===== src/common/byte_mover_params.svh =====
// Byte mover parameters

`ifndef BYTE_MOVER_PARAMS_SVH
`define BYTE_MOVER_PARAMS_SVH

// Bus data width in bits
`define BM_DATA_WIDTH 32

// Byte lanes per bus word
`define BM_STRB_WIDTH 4

// Byte address width
`define BM_ADDR_WIDTH 16

// Entries in each lane FIFO of the reorder buffer
`define BM_BUFFER_DEPTH 3

`endif

===== src/common/byte_mover_pkg.sv =====
// Byte mover shared types

`include "byte_mover_params.svh"

package byte_mover_pkg;

    typedef logic [7:0]                      byte_t;
    typedef logic [`BM_STRB_WIDTH-1:0]       strb_t;
    typedef logic [`BM_DATA_WIDTH-1:0]       data_t;
    typedef logic [`BM_ADDR_WIDTH-1:0]       addr_t;
    typedef logic [$clog2(`BM_STRB_WIDTH)-1:0] lane_idx_t;

    // Word aligned address of one bus beat
    typedef struct packed {
        addr_t addr;
    } meta_req_t;

    // Lane control of one beat
    typedef struct packed {
        lane_idx_t offset;
        lane_idx_t tailer;
        lane_idx_t shift;
    } dp_req_t;

    typedef struct packed {
        logic err;
    } dp_rsp_t;

    typedef struct packed {
        logic  req;
        logic  we;
        addr_t addr;
        strb_t be;
        data_t wdata;
    } obi_req_t;

    typedef struct packed {
        logic  gnt;
        logic  rvalid;
        logic  err;
        data_t rdata;
    } obi_rsp_t;

    typedef enum logic [1:0] {
        RD_IDLE,
        RD_WAIT_GNT,
        RD_WAIT_DATA
    } rd_state_e;

    typedef enum logic [2:0] {
        WR_IDLE,
        WR_WAIT_LANES,
        WR_WAIT_GNT,
        WR_WAIT_RSP,
        WR_HOLD_RSP
    } wr_state_e;

    // Lanes offset through top minus tailer are in use
    function automatic strb_t lane_mask(input lane_idx_t offset, input lane_idx_t tailer);
        strb_t mask;
        for (int k = 0; k < `BM_STRB_WIDTH; k++) begin
            mask[k] = (k >= offset) && (k <= `BM_STRB_WIDTH - 1 - tailer);
        end
        return mask;
    endfunction

endpackage


===== src/design/byte_mover_top.sv =====
// Byte mover transport layer

`timescale 1ns/1ps
`include "byte_mover_params.svh"

module byte_mover_top import byte_mover_pkg::*; (
    input  logic      clk_i,
    input  logic      rst_n_i,

    output obi_req_t  read_req_o,
    input  obi_rsp_t  read_rsp_i,
    output obi_req_t  write_req_o,
    input  obi_rsp_t  write_rsp_i,

    input  meta_req_t ar_req_i,
    input  logic      ar_valid_i,
    output logic      ar_ready_o,
    input  dp_req_t   r_dp_req_i,
    input  logic      r_dp_valid_i,
    output logic      r_dp_ready_o,
    output dp_rsp_t   r_dp_rsp_o,
    output logic      r_dp_valid_o,
    input  logic      r_dp_ready_i,

    input  meta_req_t aw_req_i,
    input  logic      aw_valid_i,
    output logic      aw_ready_o,
    input  dp_req_t   w_dp_req_i,
    input  logic      w_dp_valid_i,
    output logic      w_dp_ready_o,
    output dp_rsp_t   w_dp_rsp_o,
    output logic      w_dp_valid_o,
    input  logic      w_dp_ready_i,

    output logic      r_dp_busy_o,
    output logic      w_dp_busy_o,
    output logic      buffer_busy_o
);

    // Rotated read bytes heading into the buffer
    byte_t [`BM_STRB_WIDTH-1:0] buf_in_data;
    strb_t                      buf_in_valid;
    strb_t                      buf_in_ready;

    // Destination aligned bytes leaving the buffer
    byte_t [`BM_STRB_WIDTH-1:0] buf_out_data;
    strb_t                      buf_out_valid;
    strb_t                      buf_out_ready;

    // --------------------------------------------------
    // Read side
    // --------------------------------------------------

    obi_read_port i_read_port (
        .clk_i          ( clk_i        ),
        .rst_n_i        ( rst_n_i      ),
        .ar_req_i       ( ar_req_i     ),
        .ar_valid_i     ( ar_valid_i   ),
        .ar_ready_o     ( ar_ready_o   ),
        .r_dp_req_i     ( r_dp_req_i   ),
        .r_dp_valid_i   ( r_dp_valid_i ),
        .r_dp_ready_o   ( r_dp_ready_o ),
        .r_dp_rsp_o     ( r_dp_rsp_o   ),
        .r_dp_valid_o   ( r_dp_valid_o ),
        .r_dp_ready_i   ( r_dp_ready_i ),
        .read_req_o     ( read_req_o   ),
        .read_rsp_i     ( read_rsp_i   ),
        .buffer_data_o  ( buf_in_data  ),
        .buffer_valid_o ( buf_in_valid ),
        .buffer_ready_i ( buf_in_ready )
    );

    // --------------------------------------------------
    // Reorder buffer
    // --------------------------------------------------

    lane_buffer #(
        .Depth ( `BM_BUFFER_DEPTH )
    ) i_lane_buffer (
        .clk_i   ( clk_i         ),
        .rst_n_i ( rst_n_i       ),
        .data_i  ( buf_in_data   ),
        .valid_i ( buf_in_valid  ),
        .ready_o ( buf_in_ready  ),
        .data_o  ( buf_out_data  ),
        .valid_o ( buf_out_valid ),
        .ready_i ( buf_out_ready )
    );

    // --------------------------------------------------
    // Write side
    // --------------------------------------------------

    obi_write_port i_write_port (
        .clk_i          ( clk_i         ),
        .rst_n_i        ( rst_n_i       ),
        .aw_req_i       ( aw_req_i      ),
        .aw_valid_i     ( aw_valid_i    ),
        .aw_ready_o     ( aw_ready_o    ),
        .w_dp_req_i     ( w_dp_req_i    ),
        .w_dp_valid_i   ( w_dp_valid_i  ),
        .w_dp_ready_o   ( w_dp_ready_o  ),
        .w_dp_rsp_o     ( w_dp_rsp_o    ),
        .w_dp_valid_o   ( w_dp_valid_o  ),
        .w_dp_ready_i   ( w_dp_ready_i  ),
        .write_req_o    ( write_req_o   ),
        .write_rsp_i    ( write_rsp_i   ),
        .buffer_data_i  ( buf_out_data  ),
        .buffer_valid_i ( buf_out_valid ),
        .buffer_ready_o ( buf_out_ready )
    );

    // Status
    assign r_dp_busy_o   = r_dp_valid_i;
    // Write side counts as busy while a request waits or the port is mid beat
    assign w_dp_busy_o   = w_dp_valid_i | ~w_dp_ready_o;
    assign buffer_busy_o = |buf_out_valid;

endmodule


===== src/write_port/obi_write_port.sv =====
// OBI write port

`timescale 1ns/1ps
`include "byte_mover_params.svh"

module obi_write_port import byte_mover_pkg::*; (
    input  logic                       clk_i,
    input  logic                       rst_n_i,
    input  meta_req_t                  aw_req_i,
    input  logic                       aw_valid_i,
    output logic                       aw_ready_o,
    input  dp_req_t                    w_dp_req_i,
    input  logic                       w_dp_valid_i,
    output logic                       w_dp_ready_o,
    output dp_rsp_t                    w_dp_rsp_o,
    output logic                       w_dp_valid_o,
    input  logic                       w_dp_ready_i,
    output obi_req_t                   write_req_o,
    input  obi_rsp_t                   write_rsp_i,
    input  byte_t [`BM_STRB_WIDTH-1:0] buffer_data_i,
    input  strb_t                      buffer_valid_i,
    output strb_t                      buffer_ready_o
);

    wr_state_e state_q;
    meta_req_t meta_q;
    dp_req_t   dp_q;
    data_t     wdata_q;
    dp_rsp_t   rsp_q;

    logic  accept;
    strb_t need;
    logic  lanes_ok;
    logic  pop;
    logic  rsp_in;

    // Register empties before the next beat is taken
    assign aw_ready_o   = (state_q == WR_IDLE);
    assign w_dp_ready_o = (state_q == WR_IDLE);
    assign accept       = (state_q == WR_IDLE) && aw_valid_i && w_dp_valid_i;

    // --------------------------------------------------
    // Lane collection
    // --------------------------------------------------

    assign need     = lane_mask(dp_q.offset, dp_q.tailer);
    assign lanes_ok = (buffer_valid_i & need) == need;
    assign pop      = (state_q == WR_WAIT_LANES) && lanes_ok;

    // All needed lanes leave the buffer together
    assign buffer_ready_o = pop ? need : '0;

    always_comb begin
        write_req_o       = '0;
        write_req_o.req   = (state_q == WR_WAIT_GNT);
        write_req_o.we    = 1'b1;
        write_req_o.addr  = meta_q.addr;
        write_req_o.be    = need;
        write_req_o.wdata = wdata_q;
    end

    // --------------------------------------------------
    // Response fall-through register
    // --------------------------------------------------

    assign rsp_in = write_rsp_i.rvalid &&
                    (((state_q == WR_WAIT_GNT) && write_rsp_i.gnt) ||
                     (state_q == WR_WAIT_RSP));

    // HOLD_RSP marks the register as full
    assign w_dp_valid_o   = rsp_in || (state_q == WR_HOLD_RSP);
    assign w_dp_rsp_o.err = (state_q == WR_HOLD_RSP) ? rsp_q.err : write_rsp_i.err;

    always_ff @(posedge clk_i) begin
        if (!rst_n_i) begin
            state_q <= WR_IDLE;
        end else begin
            case (state_q)
                WR_IDLE: begin
                    if (accept) begin
                        state_q <= WR_WAIT_LANES;
                    end
                end
                WR_WAIT_LANES: begin
                    if (lanes_ok) begin
                        state_q <= WR_WAIT_GNT;
                    end
                end
                WR_WAIT_GNT: begin
                    if (rsp_in) begin
                        state_q <= w_dp_ready_i ? WR_IDLE : WR_HOLD_RSP;
                    end else if (write_rsp_i.gnt) begin
                        state_q <= WR_WAIT_RSP;
                    end
                end
                WR_WAIT_RSP: begin
                    if (rsp_in) begin
                        state_q <= w_dp_ready_i ? WR_IDLE : WR_HOLD_RSP;
                    end
                end
                WR_HOLD_RSP: begin
                    if (w_dp_ready_i) begin
                        state_q <= WR_IDLE;
                    end
                end
                default: state_q <= WR_IDLE;
            endcase
        end
    end

    // Beat payload
    always_ff @(posedge clk_i) begin
        if (accept) begin
            meta_q <= aw_req_i;
            dp_q   <= w_dp_req_i;
        end
        if (pop) begin
            wdata_q <= buffer_data_i;
        end
        if (rsp_in) begin
            rsp_q.err <= write_rsp_i.err;
        end
    end

    // Every issued write touches at least one lane
    a_be_nonzero: assert property (
        @(posedge clk_i) disable iff (!rst_n_i)
        write_req_o.req |-> (write_req_o.be != '0)
    );

endmodule


===== src/buffer/lane_buffer.sv =====
// Per lane reorder buffer

`timescale 1ns/1ps
`include "byte_mover_params.svh"

module lane_buffer import byte_mover_pkg::*; #(
    parameter int unsigned Depth = 3
) (
    input  logic                       clk_i,
    input  logic                       rst_n_i,
    input  byte_t [`BM_STRB_WIDTH-1:0] data_i,
    input  strb_t                      valid_i,
    output strb_t                      ready_o,
    output byte_t [`BM_STRB_WIDTH-1:0] data_o,
    output strb_t                      valid_o,
    input  strb_t                      ready_i
);

    localparam int unsigned PtrW = (Depth > 1) ? $clog2(Depth) : 1;
    localparam int unsigned CntW = $clog2(Depth + 1);

    // --------------------------------------------------
    // One FIFO per byte lane
    // --------------------------------------------------

    for (genvar i = 0; i < `BM_STRB_WIDTH; i++) begin : gen_lane
        byte_t           mem_q [Depth];
        logic [PtrW-1:0] wr_ptr_q;
        logic [PtrW-1:0] rd_ptr_q;
        logic [CntW-1:0] cnt_q;
        logic            push;
        logic            pop;

        assign ready_o[i] = (cnt_q != CntW'(Depth));
        assign valid_o[i] = (cnt_q != '0);
        assign data_o[i]  = mem_q[rd_ptr_q];

        assign push = valid_i[i] && ready_o[i];
        assign pop  = valid_o[i] && ready_i[i];

        always_ff @(posedge clk_i) begin
            if (!rst_n_i) begin
                wr_ptr_q <= '0;
                rd_ptr_q <= '0;
                cnt_q    <= '0;
            end else begin
                if (push) begin
                    wr_ptr_q <= (wr_ptr_q == PtrW'(Depth - 1)) ? '0 : wr_ptr_q + 1'b1;
                end
                if (pop) begin
                    rd_ptr_q <= (rd_ptr_q == PtrW'(Depth - 1)) ? '0 : rd_ptr_q + 1'b1;
                end
                cnt_q <= cnt_q + CntW'(push) - CntW'(pop);
            end
        end

        always_ff @(posedge clk_i) begin
            if (push) begin
                mem_q[wr_ptr_q] <= data_i[i];
            end
        end

        // A push never lands on an entry that is still unread
        a_no_push_full: assert property (
            @(posedge clk_i) disable iff (!rst_n_i)
            push |-> ((cnt_q == '0) || (wr_ptr_q != rd_ptr_q))
        );
    end

endmodule


===== src/read_port/obi_read_port.sv =====
// OBI read port

`timescale 1ns/1ps
`include "byte_mover_params.svh"

module obi_read_port import byte_mover_pkg::*; (
    input  logic                       clk_i,
    input  logic                       rst_n_i,
    input  meta_req_t                  ar_req_i,
    input  logic                       ar_valid_i,
    output logic                       ar_ready_o,
    input  dp_req_t                    r_dp_req_i,
    input  logic                       r_dp_valid_i,
    output logic                       r_dp_ready_o,
    output dp_rsp_t                    r_dp_rsp_o,
    output logic                       r_dp_valid_o,
    input  logic                       r_dp_ready_i,
    output obi_req_t                   read_req_o,
    input  obi_rsp_t                   read_rsp_i,
    output byte_t [`BM_STRB_WIDTH-1:0] buffer_data_o,
    output strb_t                      buffer_valid_o,
    input  strb_t                      buffer_ready_i
);

    rd_state_e state_q;
    meta_req_t meta_q;
    dp_req_t   dp_q;
    data_t     data_q;
    logic      err_q;
    logic      got_q;
    strb_t     pend_q;
    logic      rsp_valid_q;

    logic  free;
    logic  accept;
    logic  capture;
    logic  lanes_done;
    strb_t rot_mask;

    logic [2*`BM_DATA_WIDTH-1:0] data_dbl;
    logic [2*`BM_STRB_WIDTH-1:0] mask_dbl;

    // A new beat only once the previous response has left
    assign free         = (state_q == RD_IDLE) && !rsp_valid_q;
    assign ar_ready_o   = free;
    assign r_dp_ready_o = free;
    assign accept       = free && ar_valid_i && r_dp_valid_i;

    assign capture = read_rsp_i.rvalid &&
                     (((state_q == RD_WAIT_GNT) && read_rsp_i.gnt) ||
                      ((state_q == RD_WAIT_DATA) && !got_q));

    always_comb begin
        read_req_o      = '0;
        read_req_o.req  = (state_q == RD_WAIT_GNT);
        read_req_o.we   = 1'b0;
        read_req_o.addr = meta_q.addr;
        read_req_o.be   = '1;
    end

    // --------------------------------------------------
    // Rotation into destination lanes
    // --------------------------------------------------

    // Source lane k lands in buffer lane k minus shift
    assign data_dbl = {data_q, data_q} >> {dp_q.shift, 3'b000};
    assign mask_dbl = {2{lane_mask(dp_q.offset, dp_q.tailer)}} >> dp_q.shift;
    assign rot_mask = mask_dbl[`BM_STRB_WIDTH-1:0];

    assign buffer_data_o  = data_dbl[`BM_DATA_WIDTH-1:0];
    assign buffer_valid_o = got_q ? pend_q : '0;

    // Every lane still owed is taken this cycle
    assign lanes_done = (pend_q & ~buffer_ready_i) == '0;

    assign r_dp_valid_o   = rsp_valid_q;
    assign r_dp_rsp_o.err = err_q;

    always_ff @(posedge clk_i) begin
        if (!rst_n_i) begin
            state_q     <= RD_IDLE;
            got_q       <= 1'b0;
            pend_q      <= '0;
            rsp_valid_q <= 1'b0;
        end else begin
            case (state_q)
                RD_IDLE: begin
                    if (accept) begin
                        state_q <= RD_WAIT_GNT;
                    end
                end
                RD_WAIT_GNT: begin
                    if (read_rsp_i.gnt) begin
                        state_q <= RD_WAIT_DATA;
                    end
                end
                RD_WAIT_DATA: begin
                    if (got_q && lanes_done) begin
                        state_q <= RD_IDLE;
                    end
                end
                default: state_q <= RD_IDLE;
            endcase

            if (capture) begin
                got_q  <= 1'b1;
                pend_q <= rot_mask;
            end else if (got_q) begin
                pend_q <= pend_q & ~buffer_ready_i;
                if (lanes_done) begin
                    got_q <= 1'b0;
                end
            end

            if (rsp_valid_q && r_dp_ready_i) begin
                rsp_valid_q <= 1'b0;
            end
            if (got_q && lanes_done) begin
                rsp_valid_q <= 1'b1;
            end
        end
    end

    // Beat payload
    always_ff @(posedge clk_i) begin
        if (accept) begin
            meta_q <= ar_req_i;
            dp_q   <= r_dp_req_i;
        end
        if (capture) begin
            data_q <= read_rsp_i.rdata;
            err_q  <= read_rsp_i.err;
        end
    end

    // Memory answers only an access that was issued
    a_no_rvalid_idle: assert property (
        @(posedge clk_i) disable iff (!rst_n_i)
        !((state_q == RD_IDLE) && read_rsp_i.rvalid)
    );

endmodule


===== config.mk =====
export PLATFORM = sky130hd
export DESIGN_NAME = byte_mover_top
export DESIGN_NICKNAME = d
export VERILOG_FILES = /design/src/common/byte_mover_pkg.sv /design/src/design/byte_mover_top.sv /design/src/write_port/obi_write_port.sv /design/src/buffer/lane_buffer.sv /design/src/read_port/obi_read_port.sv
export VERILOG_INCLUDE_DIRS = /design/src /design/src/common
export SDC_FILE = /design/constraint.sdc
export NUM_CORES = 1
export LEC_CHECK = 0
export ABC_AREA = 1
export BUFFER_PORTS_ARGS = -buffer_cell sky130_fd_sc_hd__buf_4
export CORE_MARGIN = 2
export CORE_UTILIZATION = 37
export CTS_BUF_LIST = sky130_fd_sc_hd__clkbuf_4 sky130_fd_sc_hd__clkbuf_8
export CTS_CLUSTER_DIAMETER = 80
export DETAILED_ROUTE_END_ITERATION = 6
export PLACE_DENSITY = 0.64
export SYNTH_ARGS = -nofsm -noshare
export SYNTH_HDL_FRONTEND = slang
export SYNTH_SLANG_ARGS = --single-unit
export TNS_END_PERCENT = 30

===== constraint.sdc =====
create_clock -name clk_i -period 2 [get_ports clk_i]
set_input_delay 0.2 -clock clk_i [delete_from_list [all_inputs] [get_ports clk_i]]
set_output_delay 0.2 -clock clk_i [all_outputs]
set_load 0.02 [all_outputs]

==> impl_metrics.json <==
{
  "cts.sinks": 239,
  "max_slew_margin_pct": 56.0,
  "dieArea_mm2": 0.0281,
  "r2r_start": "i_write_port.dp_q[2]",
  "wl_per_cell_um": 13.9,
  "arrival_ps": 2430,
  "p_total_mw": 12.2,
  "crit_path_max_incr_delay_ps": 400,
  "netlist_instances": 857,
  "synth_cell_types": 33,
  "die_h_um": 168,
  "startpoint": "i_write_port.dp_q[2]",
  "clk_path_buf_depth": 3,
  "utilization_pct": 51.8,
  "dr.pass1.iters": 7,
  "final_max_slew_viol_count": 0,
  "core_area_mm2": 0.0261,
  "dp_cells": 1372,
  "ys_seq_area_share_pct": 69.0,
  "critPathSlowestCell": "edfxtp_1",
  "path_cells": "nand2_1 > nand2_2 > nor2_2 > nor2_1 > nand2_1 > inv_4 > nand3_4 > inv_2 > ha_4 > inv_2 > ha_4 > xor2_2 > o21ai_1 > a21oi_1",
  "rsz0062_at_grt": "yes",
  "ys_ff_latch": 239,
  "finalCritPeriodShare_pct": 101,
  "min_period_ps": 2020,
  "fillers": 2272,
  "cts.htree.levels": 2,
  "end_kind": "flip-flop",
  "dp_hpwl_um": 14200,
  "grt_pass1_wl_um": 33700,
  "hold-path-endpoint": "i_read_port.got_q",
  "fin_cells": 1535,
  "tns_ps": -20.4,
  "ff_latch_area_mm2": 0.00683,
  "crit_path_max_fanout": 6,
  "r2r_cells": 14,
  "die_w_um": 168,
  "outcome": "finished with violations",
  "worstHoldStart": "read_rsp_i[33]",
  "drt_iter0_drc": 370,
  "first_global_vias": 6677,
  "cts_tree": "built",
  "startpoint_type": "flip-flop",
  "vias": 6821,
  "layout-area-overhead-vs-synth_pct": 36.7,
  "rows": 59,
  "critPathRequiredTime_ps": 2410,
  "drc": 15,
  "ios": 241,
  "antenna_found_initial": 0,
  "worst_clock_skew_ps": 20.0,
  "wl_um": 21300,
  "drive_above_1_share_pct": 26.8,
  "pre_cts_slack_ps": 34.9,
  "violations": "DRC, setup timing",
  "drtAntennaViolNets": 0,
  "ys.warnings.count": 0,
  "num_antenna_cells": 0,
  "place_congestion": 0.798,
  "multiInputGateArea_mm2": 0.00252,
  "clockRootBuffer": "clkbuf_8",
  "hold_class": "in2reg",
  "fmax_mhz": 495,
  "synth_area_mm2": 0.00989,
  "drv_cap": 0,
  "routed_via_density": 4.44,
  "clock_latency_ps": 540,
  "grt_usage_pct": 15.2,
  "worst_slew_pin_slew_ps": 658,
  "finalSetupViolCount": 1,
  "layout_setup_ws_ps": -20.4,
  "io_buffer_count": 168,
  "postSynthAreaPerCell_um2": 11.5,
  "path_class": "reg2reg",
  "p_leak_nw": 5.68,
  "r2r_end": "i_lane_buffer.gen_lane[0].cnt_q[1]",
  "clk_pin_slew_worst_paths_ps": 60,
  "grt_max_degree": 39,
  "ir_drop_mv": 0.551,
  "rrSetupSlack_ps": -20,
  "hold_viol_final": 0,
  "overflow": 0,
  "cts_made_buffers": 41,
  "powerDensity_mw_per_mm2": 903,
  "whs_path_depth": 3,
  "start_util_pct": 37.8,
  "nets": 1298
}
## sequential cells by signal, summed over array words and instances (netlist names)
signal and count:
i_lane_buffer.gen_lane.mem_q 96, i_lane_buffer.gen_lane.wr_ptr_q 8, i_read_port.r_dp_valid_o 1, i_read_port.r_dp_rsp_o 1, i_read_port.state_q 2, i_read_port.meta_q 16
i_write_port.rsp_q 1, i_read_port.data_q 32, i_read_port.dp_q 6, i_write_port.wdata_q 32, i_lane_buffer.gen_lane.cnt_q 8, i_write_port.state_q 3
i_read_port.got_q 1, i_lane_buffer.gen_lane.rd_ptr_q 8, i_read_port.pend_q 4, i_write_port.dp_q 4, i_write_port.meta_q 16
## worst max-delay path by stage
stage	to	slack (ps)	cells past startpoint
floorplan	i_read_port.data_q[0]	-20	6
global placement	i_lane_buffer.gen_lane[3].cnt_q[1]	90	14
detailed placement	i_lane_buffer.gen_lane[2].cnt_q[1]	30	10
CTS	i_lane_buffer.gen_lane[2].cnt_q[1]	4	10
global route	i_lane_buffer.gen_lane[1].cnt_q[1]	-190	14
finish	i_lane_buffer.gen_lane[0].cnt_q[1]	-20	14
## synth_stat cells
cell type | instances | area [um^2]
a21boi_1 | 1 | 7.51
clkbuf_2 | 1 | 5.00
inv_1 | 105 | 394
buf_6 | 2 | 22.5
nor2_1 | 40 | 150
mux2i_1 | 32 | 320
nand3_1 | 56 | 280
ha_1 | 8 | 100
a21oi_1 | 21 | 105
mux2_2 | 1 | 11.3
buf_2 | 6 | 30.0
nor2_2 | 1 | 6.26
or4_1 | 1 | 7.51
xor2_1 | 4 | 35.0
dfxtp_1 | 35 | 701
nand3_4 | 1 | 17.5
o21ai_0 | 49 | 245
or2_2 | 1 | 6.26
inv_2 | 3 | 11.3
a211oi_1 | 4 | 30.0
nand3b_1 | 1 | 7.51
nand2_1 | 204 | 766
clkbuf_1 | 7 | 26.3
nand2_2 | 1 | 6.26
buf_4 | 44 | 330
nor3_1 | 7 | 35.0
edfxtp_1 | 204 | 6130
buf_1 | 2 | 7.51
nor3_2 | 1 | 10.0
nand4_1 | 10 | 62.6
conb_1 | 2 | 7.51
nor3_4 | 1 | 16.3
clkinv_1 | 1 | 3.75
## cell families (layout without fill, tap and decap cells)
kind of cell               count (synthesis)  after routing  share of synthesized area, %
DFF                                      239            239                          69.0
xor gates and xnor gates                   4              4                         0.354
AOI/OAI and AO/OA                         75             75                          3.92
adders and majority gates                  8              8                          1.01
buffers and inverters                    171            478                          8.40
muxes                                     33             33                          3.35
other                                      2             38                        0.0759
and+or+nand+nor                          325            325                          13.9
## worst max-delay path: cells and delay by family, from the launching register on
family / cells / cell delay (ps)
simple gates: 6 / 510
flops: 1 / 400
fa+ha+maj: 2 / 400
compound gates: 2 / 220
buf+inv: 3 / 180
xor+xnor: 1 / 180
## through the flow
| stage | hold slack [ps] | cell area, um^2 |
|---|---|---|
| global placement | 378 | 11600 |
| global route | 38.2 | 13500 |
| finish | 45.3 | 13500 |
| floorplan | 278 | 10000 |
| detailed placement | 379 | 11600 |
| CTS | 6.74 | 13300 |
## routing by layer
metal	track usage, %	part of all wire [%]
met5	0	0
met4	4.61	2.1
met3	3.10	5.4
met2	26.9	50
met1	18.8	43
## final cells by class
class / instances / share of cell area (%)
sequential: 239 / 50.5
multi-input combinational: 483 / 18.6
timing repair buffer: 294 / 18.3
clock buffer: 62 / 5.57
tap: 335 / 3.10
inverter: 109 / 3.04
clock inverter: 13 / 0.897
## report_power, final
group | internal [mW] | leakage [nW] | switching (mW)
combinational | 0.817 | 3.08 | 1.05
clock | 2.68 | 0.461 | 1.93
sequential | 5.64 | 2.14 | 0.0921
## cells in the final DEF (no fill, tap or decap), drive strengths merged
| master | netlist | layout |
|---|---|---|
| edfxtp | 204 | 204 |
| clkbuf | 8 | 62 |
| a21oi | 21 | 21 |
| nor2 | 41 | 41 |
| or4 | 1 | 1 |
| dfxtp | 35 | 35 |
| dlygate4sd3 | 0 | 81 |
| mux2i | 32 | 32 |
| conb | 2 | 38 |
| mux2 | 1 | 1 |
| a21boi | 1 | 1 |
| nand4 | 10 | 10 |
| clkinv | 1 | 9 |
| inv | 108 | 109 |
| nand3b | 1 | 1 |
| o21ai | 49 | 49 |
| bufinv | 0 | 2 |
| nand3 | 57 | 57 |
| ha | 8 | 8 |
| a211oi | 4 | 4 |
| xor2 | 4 | 4 |
| nor3 | 9 | 9 |
| or2 | 1 | 1 |
| clkinvlp | 0 | 2 |
| buf | 54 | 213 |
| nand2 | 205 | 205 |
## timing repair
item,in CTS,in global routing
setup endpoints to repair,2,8
gates resized for setup,1,34
hold endpoints to repair,92,0
pin swaps,0,19
hold buffers,81,0
buffers inserted,0,7
No activity file was read; power rests on OpenSTA's default activity.
